===== src/source/dccm_pkg.sv =====
//~~~~~~~~~~~~~~~~~~~~
// DCCM geometry: 8 banks of 39-bit words behind a 16-bit byte address
// Bank and index fields are derived, only the base widths are free
//~~~~~~~~~~~~~~~~~~~~

package dccm_pkg;

   // Byte address seen by the load/store pipe
   localparam int DCCM_ADDR_WIDTH = 16;

   // 32 data bits plus 7 check bits, stored as given
   localparam int DCCM_DATA_WIDTH = 39;

   // Byte within a 32-bit word, ignored by the memory
   localparam int DCCM_BYTE_BITS = 2;

   // Bank select field sits just above the byte offset
   localparam int DCCM_BANK_BITS = 3;
   localparam int DCCM_BANK_LSB = DCCM_BYTE_BITS;
   localparam int DCCM_NUM_BANKS = 1 << DCCM_BANK_BITS;

   // Everything above the bank field indexes a word inside the bank
   localparam int DCCM_INDEX_LSB = DCCM_BANK_LSB + DCCM_BANK_BITS;
   localparam int DCCM_INDEX_BITS = DCCM_ADDR_WIDTH - DCCM_INDEX_LSB;
   localparam int DCCM_DEPTH = 1 << DCCM_INDEX_BITS;

endpackage


===== src/source/dccm_bank_if.sv =====
//~~~~~~~~~~~~~~~~~~~~
// Per-bank request lines from the decoder to the eight RAM banks
// Each bank reads only its own entry of every array
//~~~~~~~~~~~~~~~~~~~~

`timescale 1ns/100ps

interface dccm_bank_if;
   import dccm_pkg::*;

   // Memory enable, high for any access that touches the bank
   logic [DCCM_NUM_BANKS-1:0] bank_en;

   // Write strobe, only meaningful with bank_en
   logic [DCCM_NUM_BANKS-1:0] bank_we;

   // Word index within the bank
   logic [DCCM_NUM_BANKS-1:0][DCCM_INDEX_BITS-1:0] bank_index;

   // Word to store, check bits included
   logic [DCCM_NUM_BANKS-1:0][DCCM_DATA_WIDTH-1:0] bank_wdata;

   modport decoder (
      output bank_en,
      output bank_we,
      output bank_index,
      output bank_wdata
   );

   modport bank (
      input bank_en,
      input bank_we,
      input bank_index,
      input bank_wdata
   );

endinterface


===== src/source/dccm_bank_decode.sv =====
//~~~~~~~~~~~~~~~~~~~~
// Steers one read or write per cycle onto one or two adjacent banks
// Caller must keep the high address equal to the low one or the next word
//~~~~~~~~~~~~~~~~~~~~

`timescale 1ns/100ps

module dccm_bank_decode (
   input  logic                                 clk,
   input  logic                                 wren,
   input  logic                                 rden,
   input  logic [dccm_pkg::DCCM_ADDR_WIDTH-1:0] wr_addr_lo,
   input  logic [dccm_pkg::DCCM_ADDR_WIDTH-1:0] wr_addr_hi,
   input  logic [dccm_pkg::DCCM_ADDR_WIDTH-1:0] rd_addr_lo,
   input  logic [dccm_pkg::DCCM_ADDR_WIDTH-1:0] rd_addr_hi,
   input  logic [dccm_pkg::DCCM_DATA_WIDTH-1:0] wr_data_lo,
   input  logic [dccm_pkg::DCCM_DATA_WIDTH-1:0] wr_data_hi,
   dccm_bank_if.decoder                         banks
);
   import dccm_pkg::*;

   localparam int WORD_BITS = DCCM_ADDR_WIDTH - DCCM_BANK_LSB;

   logic [DCCM_ADDR_WIDTH-1:0] addr_lo;
   logic [DCCM_ADDR_WIDTH-1:0] addr_hi;
   logic [DCCM_BANK_BITS-1:0]  bank_lo;
   logic [DCCM_BANK_BITS-1:0]  bank_hi;
   logic [DCCM_INDEX_BITS-1:0] index_lo;
   logic [DCCM_INDEX_BITS-1:0] index_hi;
   logic                       misaligned;
   logic [WORD_BITS-1:0]       word_lo;
   logic [WORD_BITS-1:0]       word_hi;

   // Read addresses win whenever rden is up
   assign addr_lo = rden ? rd_addr_lo : wr_addr_lo;
   assign addr_hi = rden ? rd_addr_hi : wr_addr_hi;

   assign bank_lo  = addr_lo[DCCM_BANK_LSB +: DCCM_BANK_BITS];
   assign bank_hi  = addr_hi[DCCM_BANK_LSB +: DCCM_BANK_BITS];
   assign index_lo = addr_lo[DCCM_INDEX_LSB +: DCCM_INDEX_BITS];
   assign index_hi = addr_hi[DCCM_INDEX_LSB +: DCCM_INDEX_BITS];

   // Two banks in play only when the halves land in different banks
   assign misaligned = (bank_lo != bank_hi);

   // Word addresses, byte offset dropped
   assign word_lo = addr_lo[DCCM_BANK_LSB +: WORD_BITS];
   assign word_hi = addr_hi[DCCM_BANK_LSB +: WORD_BITS];

   always_comb begin
      logic hit_lo;
      logic hit_hi;
      logic take_hi;
      for (int i = 0; i < DCCM_NUM_BANKS; i++) begin
         hit_lo  = (bank_lo == DCCM_BANK_BITS'(i));
         hit_hi  = (bank_hi == DCCM_BANK_BITS'(i));
         take_hi = hit_hi & misaligned;

         // Enable doubles as the bank clock gate
         banks.bank_en[i] = (wren | rden) & (hit_lo | hit_hi);
         banks.bank_we[i] = wren & (hit_lo | hit_hi);

         banks.bank_index[i] = take_hi ? index_hi : index_lo;
         banks.bank_wdata[i] = take_hi ? wr_data_hi : wr_data_lo;
      end
   end

   // One port per bank, so a read and a write cannot share a cycle
   a_no_rd_wr_overlap : assert property (
      @(posedge clk) !(wren && rden)
   ) else $error("dccm: wren and rden high together");

   // High half is the same word or the next one, including the 7 to 0 wrap
   a_hi_addr_adjacent : assert property (
      @(posedge clk) (wren || rden) |->
         ((word_hi == word_lo) || (word_hi == word_lo + WORD_BITS'(1)))
   ) else $error("dccm: high address %h not adjacent to low address %h",
                 addr_hi, addr_lo);

endmodule


===== src/flat_wrapper.sv =====
// flat-port wrapper written by rule: the top's interface ports become plain ports
module dccm_bank_decode_flat import dccm_pkg::*;
  (clk, wren, rden, wr_addr_lo, wr_addr_hi, rd_addr_lo, rd_addr_hi, wr_data_lo, wr_data_hi, banks_bank_en, banks_bank_we, banks_bank_index, banks_bank_wdata);
  dccm_bank_if banks_i ();
  input  logic clk;
  input  logic wren;
  input  logic rden;
  input  logic [dccm_pkg::DCCM_ADDR_WIDTH-1:0] wr_addr_lo;
  input  logic [dccm_pkg::DCCM_ADDR_WIDTH-1:0] wr_addr_hi;
  input  logic [dccm_pkg::DCCM_ADDR_WIDTH-1:0] rd_addr_lo;
  input  logic [dccm_pkg::DCCM_ADDR_WIDTH-1:0] rd_addr_hi;
  input  logic [dccm_pkg::DCCM_DATA_WIDTH-1:0] wr_data_lo;
  input  logic [dccm_pkg::DCCM_DATA_WIDTH-1:0] wr_data_hi;
  output wire logic [$bits(banks_i.bank_en)-1:0] banks_bank_en;
  output wire logic [$bits(banks_i.bank_we)-1:0] banks_bank_we;
  output wire logic [$bits(banks_i.bank_index)-1:0] banks_bank_index;
  output wire logic [$bits(banks_i.bank_wdata)-1:0] banks_bank_wdata;
  assign banks_bank_en = banks_i.bank_en;
  assign banks_bank_we = banks_i.bank_we;
  assign banks_bank_index = banks_i.bank_index;
  assign banks_bank_wdata = banks_i.bank_wdata;
  dccm_bank_decode u_core (.clk(clk), .wren(wren), .rden(rden), .wr_addr_lo(wr_addr_lo), .wr_addr_hi(wr_addr_hi), .rd_addr_lo(rd_addr_lo), .rd_addr_hi(rd_addr_hi), .wr_data_lo(wr_data_lo), .wr_data_hi(wr_data_hi), .banks(banks_i));
endmodule

===== config.mk =====
export PLATFORM = sky130hd
export DESIGN_NAME = dccm_bank_decode_flat
export DESIGN_NICKNAME = d
export VERILOG_FILES = /design/src/source/dccm_pkg.sv /design/src/source/dccm_bank_if.sv /design/src/source/dccm_bank_decode.sv /design/src/flat_wrapper.sv
export SDC_FILE = /design/constraint.sdc
export NUM_CORES = 1
export LEC_CHECK = 0
export BUFFER_PORTS_ARGS = -buffer_cell sky130_fd_sc_hd__buf_2
export CAP_MARGIN = 10
export CORE_AREA = 2 2 220 222
export DETAILED_ROUTE_END_ITERATION = 12
export DIE_AREA = 0 0 222 224
export GPL_TIMING_DRIVEN = 0
export SKIP_LAST_GASP = 1
export SYNTH_ARGS = -nofsm -noshare
export SYNTH_HDL_FRONTEND = slang
export SYNTH_SLANG_ARGS = --single-unit
export TNS_END_PERCENT = 10

===== constraint.sdc =====
create_clock -name vclk -period 2.62
set_input_delay 0.524 -clock vclk [all_inputs]
set_output_delay 0.524 -clock vclk [all_outputs]
set_load 0.01 [all_outputs]

==> impl_metrics.toml <==
[outcome]
outcome = "finished with violations"
violations = "setup timing"

[worst_setup_path]
path_common_cell = "buf_12"
required_ps = 2100
arrival_ps = 2490
cp_slowest_cell = "a221o_4"
cp-startpoint = "rden"
crit_chain = "buf_12 -> or4_4 -> a221o_4 -> buf_12 -> buf_12 -> mux2_1 -> buf_2"
critical_path.startpoint_type = "primary input"
cp-end-kind = "primary output"
crit_type = "primary input to primary output"
crit_path_max_incr_delay_ps = 540
path_max_fanout = 7
critPathBufInv = 4
crit_family = "buffers and inverters"

[yosys]
synth_mux_area_share_pct = 84.9
syn_area_per_cell_um2 = 10.2
yosysTopAreaCell = "mux2_2"
synth-compound-area-share_pct = 3.79
synth_fa_ha_area_share_pct = 0
synth_common_cells = "mux2_2, mux2_1, mux2i_1"
ys_warn_count = 0
synth_area_leaders = "mux2_2, mux2_1, mux2i_1"
synth_xor_xnor_area_share_pct = 0
synth_top_family_by_area = "multiplexers"
synth_simple_gate_area_share_pct = 6.16
synth_nets = 694
ys_types = 26
synth.top_cell.area_share_pct = 31.3
synthCells = 549
syn_area_um2 = 5610
yosysSeqAreaShare_pct = 0
synth_most_common_cell = "mux2_2"

[global_routing]
grt_pass1_wl_um = 45300
antenna_found_initial = 2
gr-usage-all-layers_pct = 11.9
grt_pass1_vias = 6772
grt_max_degree = 11
overflow = 0

[finish]
nets = 1270
finish.utilization_pct = 22.4
fin_cells = 1740
seq_area_um2 = 0
nFlopsAndLatches = 0
drive_gt1_share_pct = 79.0
multi_input_area_um2 = 5620
fillers = 5131
flow.area_growth_from_synthesis_pct = 89.4
nClkBuffers = 0

[worst_hold_path]
hold_start = "wr_data_hi[30]"
holdCritPathClass = "primary input to primary output"

[placement]
dp_hpwl_um = 25300
port_buffers = 552
globalplace.congestion = 0.871
dp_slack_ps = -1150
place_inst = 1717

[sta]
worstMarginPinSlew_ps = 802
finalHoldViolCount = 0
rsz0062_at_grt = "true"
period_minus_slack_ps = 3010
setup_violations = 400
slew_viol_final = 0
fmax_mhz = 332
period_share_pct = 115
maxSlewHeadroom_pct = 45.0
timing.final.ws_setup_ps = -389

[die]
placeableCoreArea_um2 = 47300
die_w_um = 222
start_util_pct = 11.8
fp.dieH_um = 224
rows = 80
io_pins = 561
dieArea_um2 = 49700

[power]
p_int_mw = 1.13
clkPwrFrac_pct = 0
switching_share_pct = 50.6
p_switching_mw = 1.16
powerDensity_nw_per_um2 = 215
leakagePower_nw = 5.66
pwr-share-seq_pct = 0
ir_drop_mv = 0.0823
combPwrFrac_pct = 100.0

[detailed_routing]
dr.pass1.iters = 4
drt_wl_total_um = 33600
drt_iter0_markers = 336
wl_per_cell_um = 19.3
routed_via_density = 4.14
vias = 7195
ant_nets = 0
drc_errors = 0

[flow_run]
max_cap_viol_count = 0
final cells by class:
class,count,share of cell area (%)
timing repair buffer,582,34.7
tap,615,7.25
buffer,44,5.11
antenna,2,0.0471
multi-input combinational,497,52.9
power by group through the flow:
stage,clock network [mW],logic [mW],registers (mW)
after floorplan,0,1.04,0
after global placement,0,1.93,0
after detailed placement,0,1.96,0
after CTS,0,2.21,0
after global routing,0,2.41,0
final,0.0000000311,2.28,0
per-layer routing:
metal | part of all wire [%] | wire [µm] | vias up | GRT usage, %
met2 | 49 | 16600 | 320 | 20.8
li1 | - | - | 3319 | -
met1 | 44 | 14900 | 3525 | 16.0
met3 | 4.9 | 1640 | 29 | 1.09
met4 | 1.4 | 487 | 2 | 1.94
met5 | 0.039 | 13 | - | 0
final timing paths:
path,end,cells after the start
setup / recovery,banks_bank_wdata[26],7
hold / removal,banks_bank_wdata[108],3
placed cells by master, fill, tap and decap left out, drive strengths merged:
cell type	n
nand4b	4
o211ai	1
bufbuf	3
diode	2
or4bb	3
a221o	7
nor4	1
mux2	312
nand4	1
nor2	5
and2	9
a21boi	8
mux2i	110
or4b	4
nor2b	5
nor4b	2
and4	1
or4	1
clkbuf	4
and4b	3
buf	619
nand4bb	3
nor4bb	2
a21oi	15
metrics by stage:
| stage | hold slack [ps] | TNS (ps) | instance area (µm²) | power, mW |
|---|---|---|---|---|
| global route | 1450 | -122490 | 10600 | 2.41 |
| global placement | 1420 | -346180 | 9140 | 1.93 |
| floorplan | 1180 | 0 | 5610 | 1.04 |
| detailed placement | 1430 | -333000 | 9150 | 1.96 |
| finish | 1440 | -95450 | 10600 | 2.28 |
| CTS | 1430 | -100930 | 10300 | 2.21 |
repair_timing:
action / in CTS / in global routing
hold buffers: 0 / 0
setup endpoints to repair: 408 / 405
buffers inserted: 16 / 2
resized for setup: 172 / 71
pin swaps: 8 / 4
cloned: 10 / 2
tightest hold or removal path: cells and delay by family:
| family | cells | cell delay, ps |
|---|---|---|
| buffers and inverters | 2 | 260 |
| multiplexers | 1 | 130 |
cell families (layout without fill, tap and decap cells):
family / Yosys count / after routing
buffers and inverters: 52 / 626
and+or+nand+nor: 44 / 44
other: 0 / 2
muxes: 422 / 422
AOI/OAI and AO/OA: 31 / 31
No activity file was read; power rests on OpenSTA's default activity.
