==> config.mk <==
export PLATFORM = sky130hd
export DESIGN_NAME = dccm_read_mux
export DESIGN_NICKNAME = d
export VERILOG_FILES = /design/src/source/dccm_pkg.sv /design/src/source/dccm_read_mux.sv
export SDC_FILE = /design/constraint.sdc
export NUM_CORES = 1
export LEC_CHECK = 0
export ABC_AREA = 1
export BUFFER_PORTS_ARGS = -buffer_cell sky130_fd_sc_hd__buf_2
export CAP_MARGIN = 20
export CORE_ASPECT_RATIO = 1.4
export CORE_MARGIN = 8
export CORE_UTILIZATION = 60
export CTS_BUF_LIST = sky130_fd_sc_hd__clkbuf_4
export DETAILED_ROUTE_END_ITERATION = 16
export GPL_ROUTABILITY_DRIVEN = 1
export GPL_TIMING_DRIVEN = 0
export PLACE_DENSITY_LB_ADDON = 0.25
export SLEW_MARGIN = 0
export SYNTH_ARGS = -nofsm -noshare
export SYNTH_HDL_FRONTEND = slang
export SYNTH_SLANG_ARGS = --single-unit
==> constraint.sdc <==
create_clock -name clk -period 2.2 [get_ports clk]
set_input_delay 0.22 -clock clk [delete_from_list [all_inputs] [get_ports clk]]
set_output_delay 0.22 -clock clk [all_outputs]
set_load 0.01 [all_outputs]
==> src/source/dccm_pkg.sv <==
//~~~~~~~~~~~~~~~~~~~~
// DCCM geometry: 8 banks of 39-bit words behind a 16-bit byte address
// Bank and index fields are derived, only the base widths are free
//~~~~~~~~~~~~~~~~~~~~

package dccm_pkg;

   // Byte address seen by the load/store pipe
   localparam int DCCM_ADDR_WIDTH = 16;

   // 32 data bits plus 7 check bits, stored as given
   localparam int DCCM_DATA_WIDTH = 39;

   // Byte within a 32-bit word, ignored by the memory
   localparam int DCCM_BYTE_BITS = 2;

   // Bank select field sits just above the byte offset
   localparam int DCCM_BANK_BITS = 3;
   localparam int DCCM_BANK_LSB = DCCM_BYTE_BITS;
   localparam int DCCM_NUM_BANKS = 1 << DCCM_BANK_BITS;

   // Everything above the bank field indexes a word inside the bank
   localparam int DCCM_INDEX_LSB = DCCM_BANK_LSB + DCCM_BANK_BITS;
   localparam int DCCM_INDEX_BITS = DCCM_ADDR_WIDTH - DCCM_INDEX_LSB;
   localparam int DCCM_DEPTH = 1 << DCCM_INDEX_BITS;

endpackage

==> src/source/dccm_read_mux.sv <==
//~~~~~~~~~~~~~~~~~~~~
// Second read stage: captures bank words, then picks low and high words
// Data lands two cycles after rden and holds until the next read
//~~~~~~~~~~~~~~~~~~~~

`timescale 1ns/100ps

module dccm_read_mux (
   input  logic                                clk,
   input  logic                                reset,
   input  logic                                rden,
   input  logic [dccm_pkg::DCCM_BANK_BITS-1:0] rd_bank_lo,
   input  logic [dccm_pkg::DCCM_BANK_BITS-1:0] rd_bank_hi,
   input  logic [dccm_pkg::DCCM_NUM_BANKS-1:0][dccm_pkg::DCCM_DATA_WIDTH-1:0] bank_dout,
   output logic [dccm_pkg::DCCM_DATA_WIDTH-1:0] rd_data_lo,
   output logic [dccm_pkg::DCCM_DATA_WIDTH-1:0] rd_data_hi
);
   import dccm_pkg::*;

   logic                                            rden_q;
   logic [DCCM_BANK_BITS-1:0]                       bank_lo_q;
   logic [DCCM_BANK_BITS-1:0]                       bank_hi_q;
   logic [DCCM_BANK_BITS-1:0]                       bank_lo_q2;
   logic [DCCM_BANK_BITS-1:0]                       bank_hi_q2;
   logic [DCCM_NUM_BANKS-1:0][DCCM_DATA_WIDTH-1:0]  bank_dout_q;

   // Stage 1: bank outputs are being registered inside the RAMs
   always_ff @(posedge clk) begin
      if (reset) begin
         rden_q    <= 1'b0;
         bank_lo_q <= '0;
         bank_hi_q <= '0;
      end else begin
         rden_q <= rden;
         // Bank fields only move with a read, so idle cycles keep the select
         if (rden) begin
            bank_lo_q <= rd_bank_lo;
            bank_hi_q <= rd_bank_hi;
         end
      end
   end

   // Stage 2: capture every bank word alongside its select
   always_ff @(posedge clk) begin
      if (reset) begin
         bank_lo_q2  <= '0;
         bank_hi_q2  <= '0;
         bank_dout_q <= '0;
      end else if (rden_q) begin
         bank_lo_q2  <= bank_lo_q;
         bank_hi_q2  <= bank_hi_q;
         bank_dout_q <= bank_dout;
      end
   end

   // Load-to-use +1 path, the select is purely combinational
   assign rd_data_lo = bank_dout_q[bank_lo_q2];
   assign rd_data_hi = bank_dout_q[bank_hi_q2];

   // A known read address two stages back must reach the capture point
   a_sel_known : assert property (
      @(posedge clk) disable iff (reset)
         rden_q |-> !$isunknown({bank_lo_q, bank_hi_q})
   ) else $error("dccm: unknown read bank select at capture");

endmodule

==> flow_metrics.env, run 1 <==
export IMPL_synth_commonest_cells="nand2_1, dfxtp_1, nor2_1, a211oi_1, inv_1"
export IMPL_avgSynthCellArea_um2=6.24
export IMPL_synth_async_reset_ratio=0
export IMPL_error="[ERROR GRT-0232] Routing congestion too high. Check the congestion heatmap in the GUI."
export IMPL_status="aborted with a tool error"
export IMPL_h_tree_depth=3
export IMPL_yosysUniqueCellTypes=14
export IMPL_grt_ovfl_total=29
export IMPL_gp_congestion=1.05
export IMPL_die_x_um=161
export IMPL_ys_flop_type="dfxtp_1"
export IMPL_yosys_warnings=0
export IMPL_dp_hpwl_um=58700
export IMPL_cts_buffers=83
export IMPL_grt_usage=0.696
export IMPL_clock_sinks=325
export IMPL_worstEndpointType="output port"
export IMPL_grt_worst_endpoint="rd_data_hi[22]"
export IMPL_synthMostInstantiatedCell="nand2_1"
export IMPL_yosys_top_cells_area="dfxtp_1, nand2_1, a211oi_1"
export IMPL_lastStage="5_1_grt"
export IMPL_io_buffers=397
export IMPL_yosysSeqAreaShare=0.366
export IMPL_die_y_um=220
export IMPL_syn_inst=2850
export IMPL_initial_core_util=0.609
export IMPL_synth_net_count=3171
export IMPL_synth_area_mm2=0.0178
export IMPL_yosys_area_top_type="dfxtp_1"
export IMPL_grt_max_degree=12
export IMPL_rows=74
export IMPL_synth_seq_cells=325
export IMPL_clk_path_buf_depth=3
export IMPL_clockRootBuffer="clkbuf_4"
export IMPL_synth_edf_count=0
export IMPL_synth_top_area_share=0.366
export IMPL_num_io_pins=399
cell families after synthesis:
| kind of cell | Yosys count | synth area share |
|---|---|---|
| simple gates | 1657 | 0.372 |
| buf+inv | 544 | 0.126 |
| flops | 325 | 0.366 |
| compound gates | 324 | 0.136 |
layer usage:
metal / GRT usage / GRT overflow
met5: 0.126 / 0
met4: 0.700 / 16
met3: 0.535 / 0
met2: 0.912 / 13
met1: 0.664 / 0
through the flow:
stage	area [um2]	TNS, ps	cells	setup WS [ps]	hold slack [ps]
floorplan	17800	0	2850	912	360
global placement	20200	0	3627	226	450
detailed placement	20200	0	3627	194	460
CTS	25700	-8500	4112	-139	221
repair_timing:
item / CTS
setup endpoints to repair: 78
setup buffers: 7
gates resized for setup: 312
pin swaps: 17
endpoints found under the hold margin: 319
hold buffers: 331
gates cloned: 1
==> run 2: changes to the inputs <==
CORE_ASPECT_RATIO = default   (was 1.4)
CORE_UTILIZATION = 40   (was 60)
CTS_BUF_LIST = default   (was sky130_fd_sc_hd__clkbuf_4)
PLACE_DENSITY_LB_ADDON = 0.15   (was 0.25)
==> flow_metrics.env, run 2 <==
export IMPL_dp_cells=3839
export IMPL_holdCritPathClass="in -> reg"
export IMPL_syn_inst=2850
export IMPL_h_tree_depth=2
export IMPL_rows=77
export IMPL_clock_skew_ps=12.7
export IMPL_switchingPower_uw=5750
export IMPL_yosysUniqueCellTypes=14
export IMPL_grt_usage=0.331
export IMPL_reg2reg_depth=5
export IMPL_grt_pass1_vias=21600
export IMPL_ir_drop_v=0.000479
export IMPL_drt_iter0_drc=2204
export IMPL_grt_use_met3=0.0634
export IMPL_initial_core_util=0.404
export IMPL_status="complete, but fails checks"
export IMPL_post_route_period_util=1.02
export IMPL_critPathKind="reg -> out"
export IMPL_die_y_um=227
export IMPL_firstDrtPassIters=5
export IMPL_hold_depth=3
export IMPL_clock_sinks=325
export IMPL_synthMostInstantiatedCell="nand2_1"
export IMPL_wire_per_inst_um=21.4
export IMPL_pwr_share_clk=0.384
export IMPL_fin_ws_ps=-52.4
export IMPL_die_x_um=227
export IMPL_die_area_mm2=0.0514
export IMPL_required_ps=1980
export IMPL_drc_errors=0
export IMPL_synth_net_count=3171
export IMPL_ys_flop_type="dfxtp_1"
export IMPL_regMostFlops="bank_dout_q"
export IMPL_io_buffers=397
export IMPL_period_minus_slack_ps=2250
export IMPL_final_common_cell="nand2_1"
export IMPL_synth_commonest_cells="nand2_1, dfxtp_1, nor2_1, a211oi_1, inv_1"
export IMPL_slew_viol_final=0
export IMPL_num_io_pins=399
export IMPL_via_per_inst=5.32
export IMPL_core_mm2=0.0440
export IMPL_synth_seq_cells=325
export IMPL_clkTransAtPathRegs_ps=60
export IMPL_clk_path_buf_depth=3
export IMPL_max_cap_violations=0
export IMPL_drt_antenna_violating_nets=0
export IMPL_area_delta_synth_final_pct=48.3
export IMPL_final_cell_mix="nand2_1, buf_2, dfxtp_1, nor2_1, a211oi_1"
export IMPL_clockRootBuffer="clkbuf_16"
export IMPL_yosys_warnings=0
export IMPL_vias=22300
export IMPL_nNetsFinal=3890
export IMPL_largest_register_ffs=312
export IMPL_cts_tree="yes"
export IMPL_synth_async_reset_ratio=0
export IMPL_grt_busiest_layer="met2"
export IMPL_hold_violations=0
export IMPL_sw_frac_of_total=0.317
export IMPL_met2_usage=0.525
export IMPL_reg2reg_slack_ps=370
export IMPL_grt_pass1_wl_um=130000
export IMPL_insertion_delay_ps=560
export IMPL_instances_no_fill=4188
export IMPL_synth_edf_count=0
export IMPL_dp_hpwl_um=65300
export IMPL_finalSetupViolCount=19
export IMPL_place_ws_ps=110
export IMPL_grt_use_met1=0.434
export IMPL_gp_congestion=0.933
export IMPL_cellPowerDensity_mw_per_mm2=689
export IMPL_arrival_ps=2030
export IMPL_internal_power_uw=12400
export IMPL_yosys_top_cells_area="dfxtp_1, nand2_1, a211oi_1"
export IMPL_synth_area_mm2=0.0178
export IMPL_clock_fmax_ghz=0.444
export IMPL_rsz0062_at_grt="true"
export IMPL_grt_ovfl_total=0
export IMPL_crit_fanout=10
export IMPL_avgSynthCellArea_um2=6.24
export IMPL_violations="setup timing"
export IMPL_grt_max_degree=14
export IMPL_cts_buffers=39
export IMPL_synth_top_area_share=0.366
export IMPL_p_leak_uw=0.0130
export IMPL_wirelength_um=89700
export IMPL_p_comb_frac=0.265
export IMPL_tightest_slew_ps=759
export IMPL_max_slew_margin=0.494
export IMPL_drive_gt1_frac=0.233
export IMPL_yosysSeqAreaShare=0.366
export IMPL_p_seq_frac=0.352
export IMPL_yosys_area_top_type="dfxtp_1"
export IMPL_start_kind="register"
export IMPL_n_fill_cell=4117
export IMPL_cp_end_kind="output pin"
export IMPL_grt_antenna_before_repair=3
## run 2: worst paths after layout
| kind | to | from |
|---|---|---|
| hold reg to reg | bank_hi_q[0]$_SDFFE_PP0P_ | bank_hi_q[0]$_SDFFE_PP0P_ |
| setup / recovery | rd_data_hi[27] | bank_hi_q2[0]$_SDFFE_PP0P_ |
| setup reg to reg | bank_dout_q[114]$_SDFFE_PP0P_ | rden_q$_SDFF_PP0_ |
| hold / removal | bank_dout_q[298]$_SDFFE_PP0P_ | bank_dout[298] |
## run 2: final cells by class
cell class              count  area, um2  area share
diodes                      1       2.50   0.0000949
plain buffers             223       1680      0.0636
clock buffers              57       1170      0.0442
clock inverters            10        184     0.00698
inverters                 320       1250      0.0473
multi-input cells        1981       9700       0.368
flip-flops and latches    325       6520       0.247
well taps                 592        741      0.0281
repair buffers            679       5130       0.195
## run 2: layer usage
layer	part of all wire	wire (um)
met1	0.41	37200
met2	0.45	40500
met3	0.092	8240
met4	0.043	3820
met5	0	0
## run 2: cell families after synthesis
group / Yosys count / synth area share
buffers and inverters: 544 / 0.126
DFF: 325 / 0.366
and+or+nand+nor: 1657 / 0.372
AOI/OAI and AO/OA: 324 / 0.136
## run 2: critical path, stage by stage (launching register included)
cell,delay (ps)
dfxtp_4,440
clkinv_8,110
buf_12,160
buf_6,140
nand2_1,60
nand3_1,70
nand2_1,100
nand2_2,120
nand2_2,140
buf_6,110
## run 2: through the flow
stage | utilization | instance area (um2) | power [uW] | TNS (ps) | hold slack, ps
after global routing | 0.599 | 26400 | 18800 | -1680 | 7.57
final | 0.599 | 26400 | 18200 | -336 | 12.2
after global placement | 0.466 | 20500 | 10200 | 0 | 453
after floorplan | - | 17800 | 8600 | 0 | 360
after detailed placement | 0.466 | 20500 | 10200 | 0 | 453
after CTS | 0.576 | 25300 | 17700 | -187 | 0.248
## run 2: timing repair
action | CTS | global route
hold endpoints to repair | 267 | 0
gates cloned | 4 | 2
buffers inserted | 6 | 3
hold buffers | 267 | 0
setup endpoints to repair | 78 | 73
resized for setup | 226 | 261
pin swaps | 4 | 82
## run 2: power by group through the flow
stage / Clock (uW) / Combinational (uW) / Sequential (uW)
global placement: 0 / 3650 / 6500
global route: 7210 / 5130 / 6420
detailed placement: 0 / 3690 / 6510
CTS: 6970 / 4310 / 6390
floorplan: 0 / 2120 / 6480
finish: 6970 / 4810 / 6390
No activity file was read; power rests on OpenSTA's default activity.
==> run 3: changes to the inputs <==
CTS_BUF_LIST = sky130_fd_sc_hd__clkbuf_4 sky130_fd_sc_hd__clkbuf_8 sky130_fd_sc_hd__clkbuf_16   (was default)
PLACE_DENSITY_LB_ADDON = 0.08   (was 0.15)
==> flow_metrics.env, run 3 (synthesized netlist as in run 2, its figures left out) <==
export IMPL_status="complete, but fails checks"
export IMPL_violations="setup timing"
export IMPL_wire_per_inst_um=21.4
export IMPL_crit_fanout=10
export IMPL_required_ps=1980
export IMPL_core_mm2=0.0440
export IMPL_die_x_um=227
export IMPL_clockRootBuffer="clkbuf_16"
export IMPL_rsz0062_at_grt="true"
export IMPL_arrival_ps=2040
export IMPL_die_area_mm2=0.0514
export IMPL_firstDrtPassIters=6
export IMPL_grt_antenna_before_repair=3
export IMPL_die_y_um=227
export IMPL_max_cap_violations=0
export IMPL_max_slew_margin=0.479
export IMPL_vias=22300
export IMPL_drt_iter0_drc=2418
export IMPL_grt_usage=0.332
export IMPL_ir_drop_v=0.000496
export IMPL_wirelength_um=90500
export IMPL_clock_skew_ps=15.9
export IMPL_clkTransAtPathRegs_ps=70
export IMPL_regMostFlops="bank_dout_q"
export IMPL_drc_errors=0
export IMPL_dp_hpwl_um=65000
export IMPL_final_common_cell="nand2_1"
export IMPL_nNetsFinal=3923
export IMPL_finalSetupViolCount=22
export IMPL_rows=77
export IMPL_grt_pass1_vias=21300
export IMPL_period_minus_slack_ps=2260
export IMPL_p_leak_uw=0.0132
export IMPL_n_fill_cell=4125
export IMPL_drive_gt1_frac=0.229
export IMPL_grt_max_degree=15
export IMPL_cts_buffers=39
export IMPL_post_route_period_util=1.03
export IMPL_drt_antenna_violating_nets=0
export IMPL_critPathKind="reg -> out"
export IMPL_fin_ws_ps=-58.3
export IMPL_initial_core_util=0.404
export IMPL_start_kind="register"
export IMPL_hold_violations=0
export IMPL_gp_congestion=0.923
export IMPL_num_io_pins=399
export IMPL_clock_fmax_ghz=0.443
export IMPL_place_ws_ps=75.6
export IMPL_insertion_delay_ps=570
export IMPL_clk_path_buf_depth=3
export IMPL_final_cell_mix="nand2_1, buf_2, dfxtp_1, nor2_1, a211oi_1"
export IMPL_holdCritPathClass="in -> reg"
export IMPL_largest_register_ffs=312
export IMPL_area_delta_synth_final_pct=50.3
export IMPL_via_per_inst=5.27
export IMPL_clock_sinks=325
export IMPL_cts_tree="yes"
export IMPL_tightest_slew_ps=781
export IMPL_cellPowerDensity_mw_per_mm2=681
export IMPL_slew_viol_final=0
export IMPL_finalPower_uw=18200
export IMPL_grt_ovfl_total=0
export IMPL_grt_pass1_wl_um=130000
export IMPL_h_tree_depth=2
export IMPL_cp_end_kind="output pin"
export IMPL_io_buffers=397
[run 3: changes by cell type in the layout (fill, tap and decap cells not counted), moves of 3 or more]
| cell | before | now |
|---|---|---|
| buf_2 | 440 | 450 |
| buf_4 | 23 | 10 |
| buf_6 | 71 | 61 |
| buf_8 | 9 | 23 |
| clkbuf_1 | 41 | 35 |
| clkbuf_2 | 14 | 11 |
| clkbuf_4 | 10 | 14 |
| clkbuf_8 | 9 | 4 |
| clkinv_2 | 2 | 11 |
| dlygate4sd3_1 | 267 | 300 |
| nand2_1 | 886 | 902 |
| nand2_2 | 117 | 101 |
[run 3: metrics by stage]
| stage | utilization | std cells | TNS [ps] | hold slack, ps | area [um2] |
|---|---|---|---|---|---|
| after floorplan | - | 2850 | 0 | 360 | 17800 |
| after global placement | 0.466 | 3839 | 0 | 455 | 20500 |
| after detailed placement | 0.466 | 3839 | 0 | 457 | 20500 |
| after CTS | 0.590 | 4221 | -110 | 0.574 | 26000 |
| after global routing | 0.607 | 4226 | -1720 | 11.3 | 26700 |
| final | 0.607 | 4226 | -444 | 4.63 | 26700 |
[run 3: worst max-delay path, cell delays in order (launching register included)]
cell	delay (ps)
dfxtp_4	440
buf_8	190
buf_6	170
nand2_1	80
nand3_1	100
nand2_1	90
nand2_2	130
nand2_1	90
buf_2	150
[run 3: final timing paths]
kind / from / to / slack [ps] / cells past startpoint
setup reg to reg: rden_q$_SDFF_PP0_ / bank_dout_q[92]$_SDFFE_PP0P_ / 420 / 5
hold reg to reg: bank_hi_q[0]$_SDFFE_PP0P_ / bank_hi_q[0]$_SDFFE_PP0P_ / 460 / 2
hold / removal: bank_dout[46] / bank_dout_q[46]$_SDFFE_PP0P_ / 5 / 3
setup / recovery: bank_lo_q2[0]$_SDFFE_PP0P_ / rd_data_lo[21] / -60 / 8
[run 3: layout make-up]
cell class	count	area (um2)	area share
buffer	224	1790	0.0671
inverter	320	1250	0.0467
sequential	325	6520	0.244
multi-input combinational	1981	9640	0.361
tap	592	741	0.0277
clock inverter	21	245	0.00918
clock buffer	49	1110	0.0416
antenna	3	7.51	0.000281
timing repair buffer	711	5410	0.202
[run 3: report_power, final]
group          switching, uW  total, uW  internal (uW)
clock network           2790       6960           4180
registers                105       6380           6280
logic                   2930       4860           1920
[run 3: metal layers]
layer / share of wire / vias up / global-route usage / wire length (um)
met3: 0.091 / 155 / 0.0691 / 8250
met4: 0.029 / 0 / 0.110 / 2630
met5: 0 / - / 0 / 0
li1: - / 10600 / - / -
met2: 0.46 / 1176 / 0.535 / 41300
met1: 0.42 / 10400 / 0.439 / 38300
[run 3: repair_timing]
action                                  4_1_cts  5_1_grt
hold buffers                                300        0
pin swaps                                    27       51
cloned                                        4        2
hold endpoints to repair                    298        0
endpoints found under the setup margin       78       77
gates resized for setup                     317      173
buffers inserted                              8        0
==> run 4: changes to the inputs <==
--- a/config.mk
+++ b/config.mk
@@ -6,5 +6,5 @@
 export NUM_CORES = 1
 export LEC_CHECK = 0
-export ABC_AREA = 1
+export ABC_AREA = 0
 export BUFFER_PORTS_ARGS = -buffer_cell sky130_fd_sc_hd__buf_2
 export CAP_MARGIN = 20
==> constraint.sdc (replaced) <==
create_clock -name clk -period 2.2 [get_ports clk]
set_input_delay 0.22 -clock clk [delete_from_list [all_inputs] [get_ports clk]]
set_output_delay 0.22 -clock clk [all_outputs]
set_load 0.02 [all_outputs]
==> flow_metrics.env, run 4 <==
export IMPL_status="complete, but fails checks"
export IMPL_violations="setup timing"
export IMPL_holdCritPathClass="in -> reg"
export IMPL_final_common_cell="buf_2"
export IMPL_path_delay_family="multiplexers"
export IMPL_area_delta_synth_final_pct=52.8
export IMPL_tightest_slew_ps=948
export IMPL_drive_gt1_frac=0.375
export IMPL_design_area_mm2=0.0244
export IMPL_endpoint="rd_data_lo[18]"
export IMPL_grt_ovfl_total=0
export IMPL_period_minus_slack_ps=2530
export IMPL_clk_path_buf_depth=3
export IMPL_via_per_inst=5.17
export IMPL_die_area_mm2=0.0466
export IMPL_cts_buffers=39
export IMPL_max_slew_margin=0.368
export IMPL_grt_max_degree=13
export IMPL_start_kind="register"
export IMPL_drt_antenna_violating_nets=0
export IMPL_n_fill_cell=3210
export IMPL_io_buffers=396
export IMPL_clock_skew_ps=13.3
export IMPL_wire_per_inst_um=23.8
export IMPL_cellPowerDensity_mw_per_mm2=640
export IMPL_final_util=0.616
export IMPL_ys_flop_type="dfxtp_1"
export IMPL_r2r_end="bank_dout_q[213]$_SDFFE_PP0P_"
export IMPL_clockRootBuffer="clkbuf_16"
export IMPL_required_ps=1980
export IMPL_cp_end_kind="output pin"
export IMPL_placed_cell_area_mm2=0.0186
export IMPL_dp_cells=2246
export IMPL_die_x_um=216
export IMPL_crit_fanout=6
export IMPL_grt_antenna_before_repair=10
export IMPL_critPathMaxStageDelay_ps=550
export IMPL_die_y_um=216
export IMPL_drt_iter0_drc=763
export IMPL_reg2reg_depth=5
export IMPL_hold_violations=0
export IMPL_avgSynthCellArea_um2=12.1
export IMPL_r2r_start="rden_q$_SDFF_PP0_"
export IMPL_critPathKind="reg -> out"
export IMPL_insertion_delay_ps=560
export IMPL_synth_area_mm2=0.0160
export IMPL_p_leak_uw=0.0101
export IMPL_core_mm2=0.0396
export IMPL_synth_seq_cells=325
export IMPL_rsz0062_at_grt="true"
export IMPL_crit_chain="buf_6 > buf_12 > buf_12 > mux4_2 > mux2_4 > buf_6"
export IMPL_post_route_period_util=1.15
export IMPL_reg2reg_slack_ps=150
export IMPL_grt_pass1_vias=14900
export IMPL_critPathBufInv=4
export IMPL_firstDrtPassIters=5
export IMPL_max_cap_violations=0
export IMPL_synth_net_count=1646
export IMPL_yosys_top_cells_area="dfxtp_1, mux4_2, mux2i_1"
export IMPL_dp_hpwl_um=43600
export IMPL_cp_depth=6
export IMPL_wirelength_um=63400
export IMPL_nNetsFinal=2421
export IMPL_yosysSeqAreaShare=0.407
export IMPL_final_cell_mix="buf_2, mux2i_1, nor2_1, dfxtp_1, dlygate4sd3_1"
export IMPL_regMostFlops="bank_dout_q"
export IMPL_worstSetupStartpoint="bank_lo_q2[0]$_SDFFE_PP0P_"
export IMPL_grt_pass1_wl_um=92500
export IMPL_yosysUniqueCellTypes=12
export IMPL_ir_drop_v=0.000485
export IMPL_syn_inst=1325
export IMPL_clkTransAtPathRegs_ps=60
export IMPL_finalPower_uw=15600
export IMPL_vias=13800
export IMPL_fin_ws_ps=-326
export IMPL_yosys_warnings=0
export IMPL_crit_slowest_cell="mux4_2"
export IMPL_synth_commonest_cells="dfxtp_1, mux2i_1, nor2_1, mux4_2, mux2_2"
export IMPL_rows=73
export IMPL_yosys_area_top_type="dfxtp_1"
export IMPL_slew_viol_final=0
export IMPL_synth_top_area_share=0.407
export IMPL_cts_tree="yes"
export IMPL_synth_async_reset_ratio=0
export IMPL_clock_fmax_ghz=0.396
export IMPL_h_tree_depth=2
export IMPL_initial_core_util=0.403
export IMPL_synthMostInstantiatedCell="dfxtp_1"
export IMPL_arrival_ps=2310
export IMPL_drc_errors=0
export IMPL_gp_congestion=0.822
export IMPL_finalSetupViolCount=78
export IMPL_synth_edf_count=0
export IMPL_place_ws_ps=-393
export IMPL_num_io_pins=399
export IMPL_grt_usage=0.261
export IMPL_instances_no_fill=2659
export IMPL_clock_sinks=325
export IMPL_largest_register_ffs=312
==> run 4: cell types whose count changed after synthesis, sizes merged, moves of 156 or more <==
cell,before,now
nand3,312,0
mux4,0,156
inv,319,0
nand2,1026,0
a211oi,318,0
mux2i,0,324
==> run 4: layer usage <==
metal	GRT usage	wire length [um]	up-vias
met1	0.329	27000	6743
met4	0.0868	1970	4
li1	-	-	6368
met3	0.0596	3840	133
met2	0.437	30600	504
met5	0	22	-
==> run 4: worst register-to-register path, delay by kind of cell (launching register included) <==
kind	cells	cell delay [ps]
flip-flops	1	300
buffers and inverters	3	1250
multiplexers	1	300
AND/OR/NAND/NOR	1	60
==> run 4: repair_timing <==
item                                   CTS  global route
resized for setup                      177            98
setup endpoints to repair               78            79
gates cloned                             4             8
hold buffers                           318             0
endpoints found under the hold margin  318             0
buffers inserted                        10             0
==> run 4: logic make-up (layout without fill, tap and decap cells) <==
logic type    count (synthesis)  in the layout  share of synthesized area
mux                         558            558                      0.480
flops                       325            325                      0.407
simple gates                325            325                     0.0765
other cells                   0              8                          0
buf+inv                     117            918                     0.0363
==> run 4: metrics by stage <==
step / hold slack (ps) / setup TNS, ps
floorplan: 367 / 0
global placement: 452 / -34780
detailed placement: 460 / -46160
CTS: 114 / -24990
global route: 169 / -27110
finish: 152 / -21660
==> run 4: worst min-delay path by stage <==
stage	slack, ps	start	cells after the start	to
3_3_place_gp	450	bank_dout[109]	3	bank_dout_q[109]$_SDFFE_PP0P_
2_1_floorplan	370	rd_bank_hi[0]	2	bank_hi_q[0]$_SDFFE_PP0P_
4_1_cts	110	rden	2	rden_q$_SDFF_PP0_
5_1_grt	170	rden	2	rden_q$_SDFF_PP0_
3_5_place_dp	460	bank_dout[36]	3	bank_dout_q[36]$_SDFFE_PP0P_
6_report	150	rden	2	rden_q$_SDFF_PP0_
==> run 4: layout make-up <==
type / count / area [um2] / area share
well taps: 525 / 657 / 0.0269
clock buffers: 58 / 1180 / 0.0484
clock inverters: 9 / 109 / 0.00446
flip-flops and latches: 325 / 6520 / 0.267
multi-input cells: 883 / 9090 / 0.372
diodes: 8 / 20.0 / 0.000820
plain buffers: 115 / 815 / 0.0333
repair buffers: 736 / 6030 / 0.247
==> run 4: power by group <==
group          leakage, uW  total, uW  internal, uW  switching [uW]
sequential         0.00266       6390          6180             213
clock             0.000648       6580          3950            2630
combinational      0.00679       2670          1500            1170
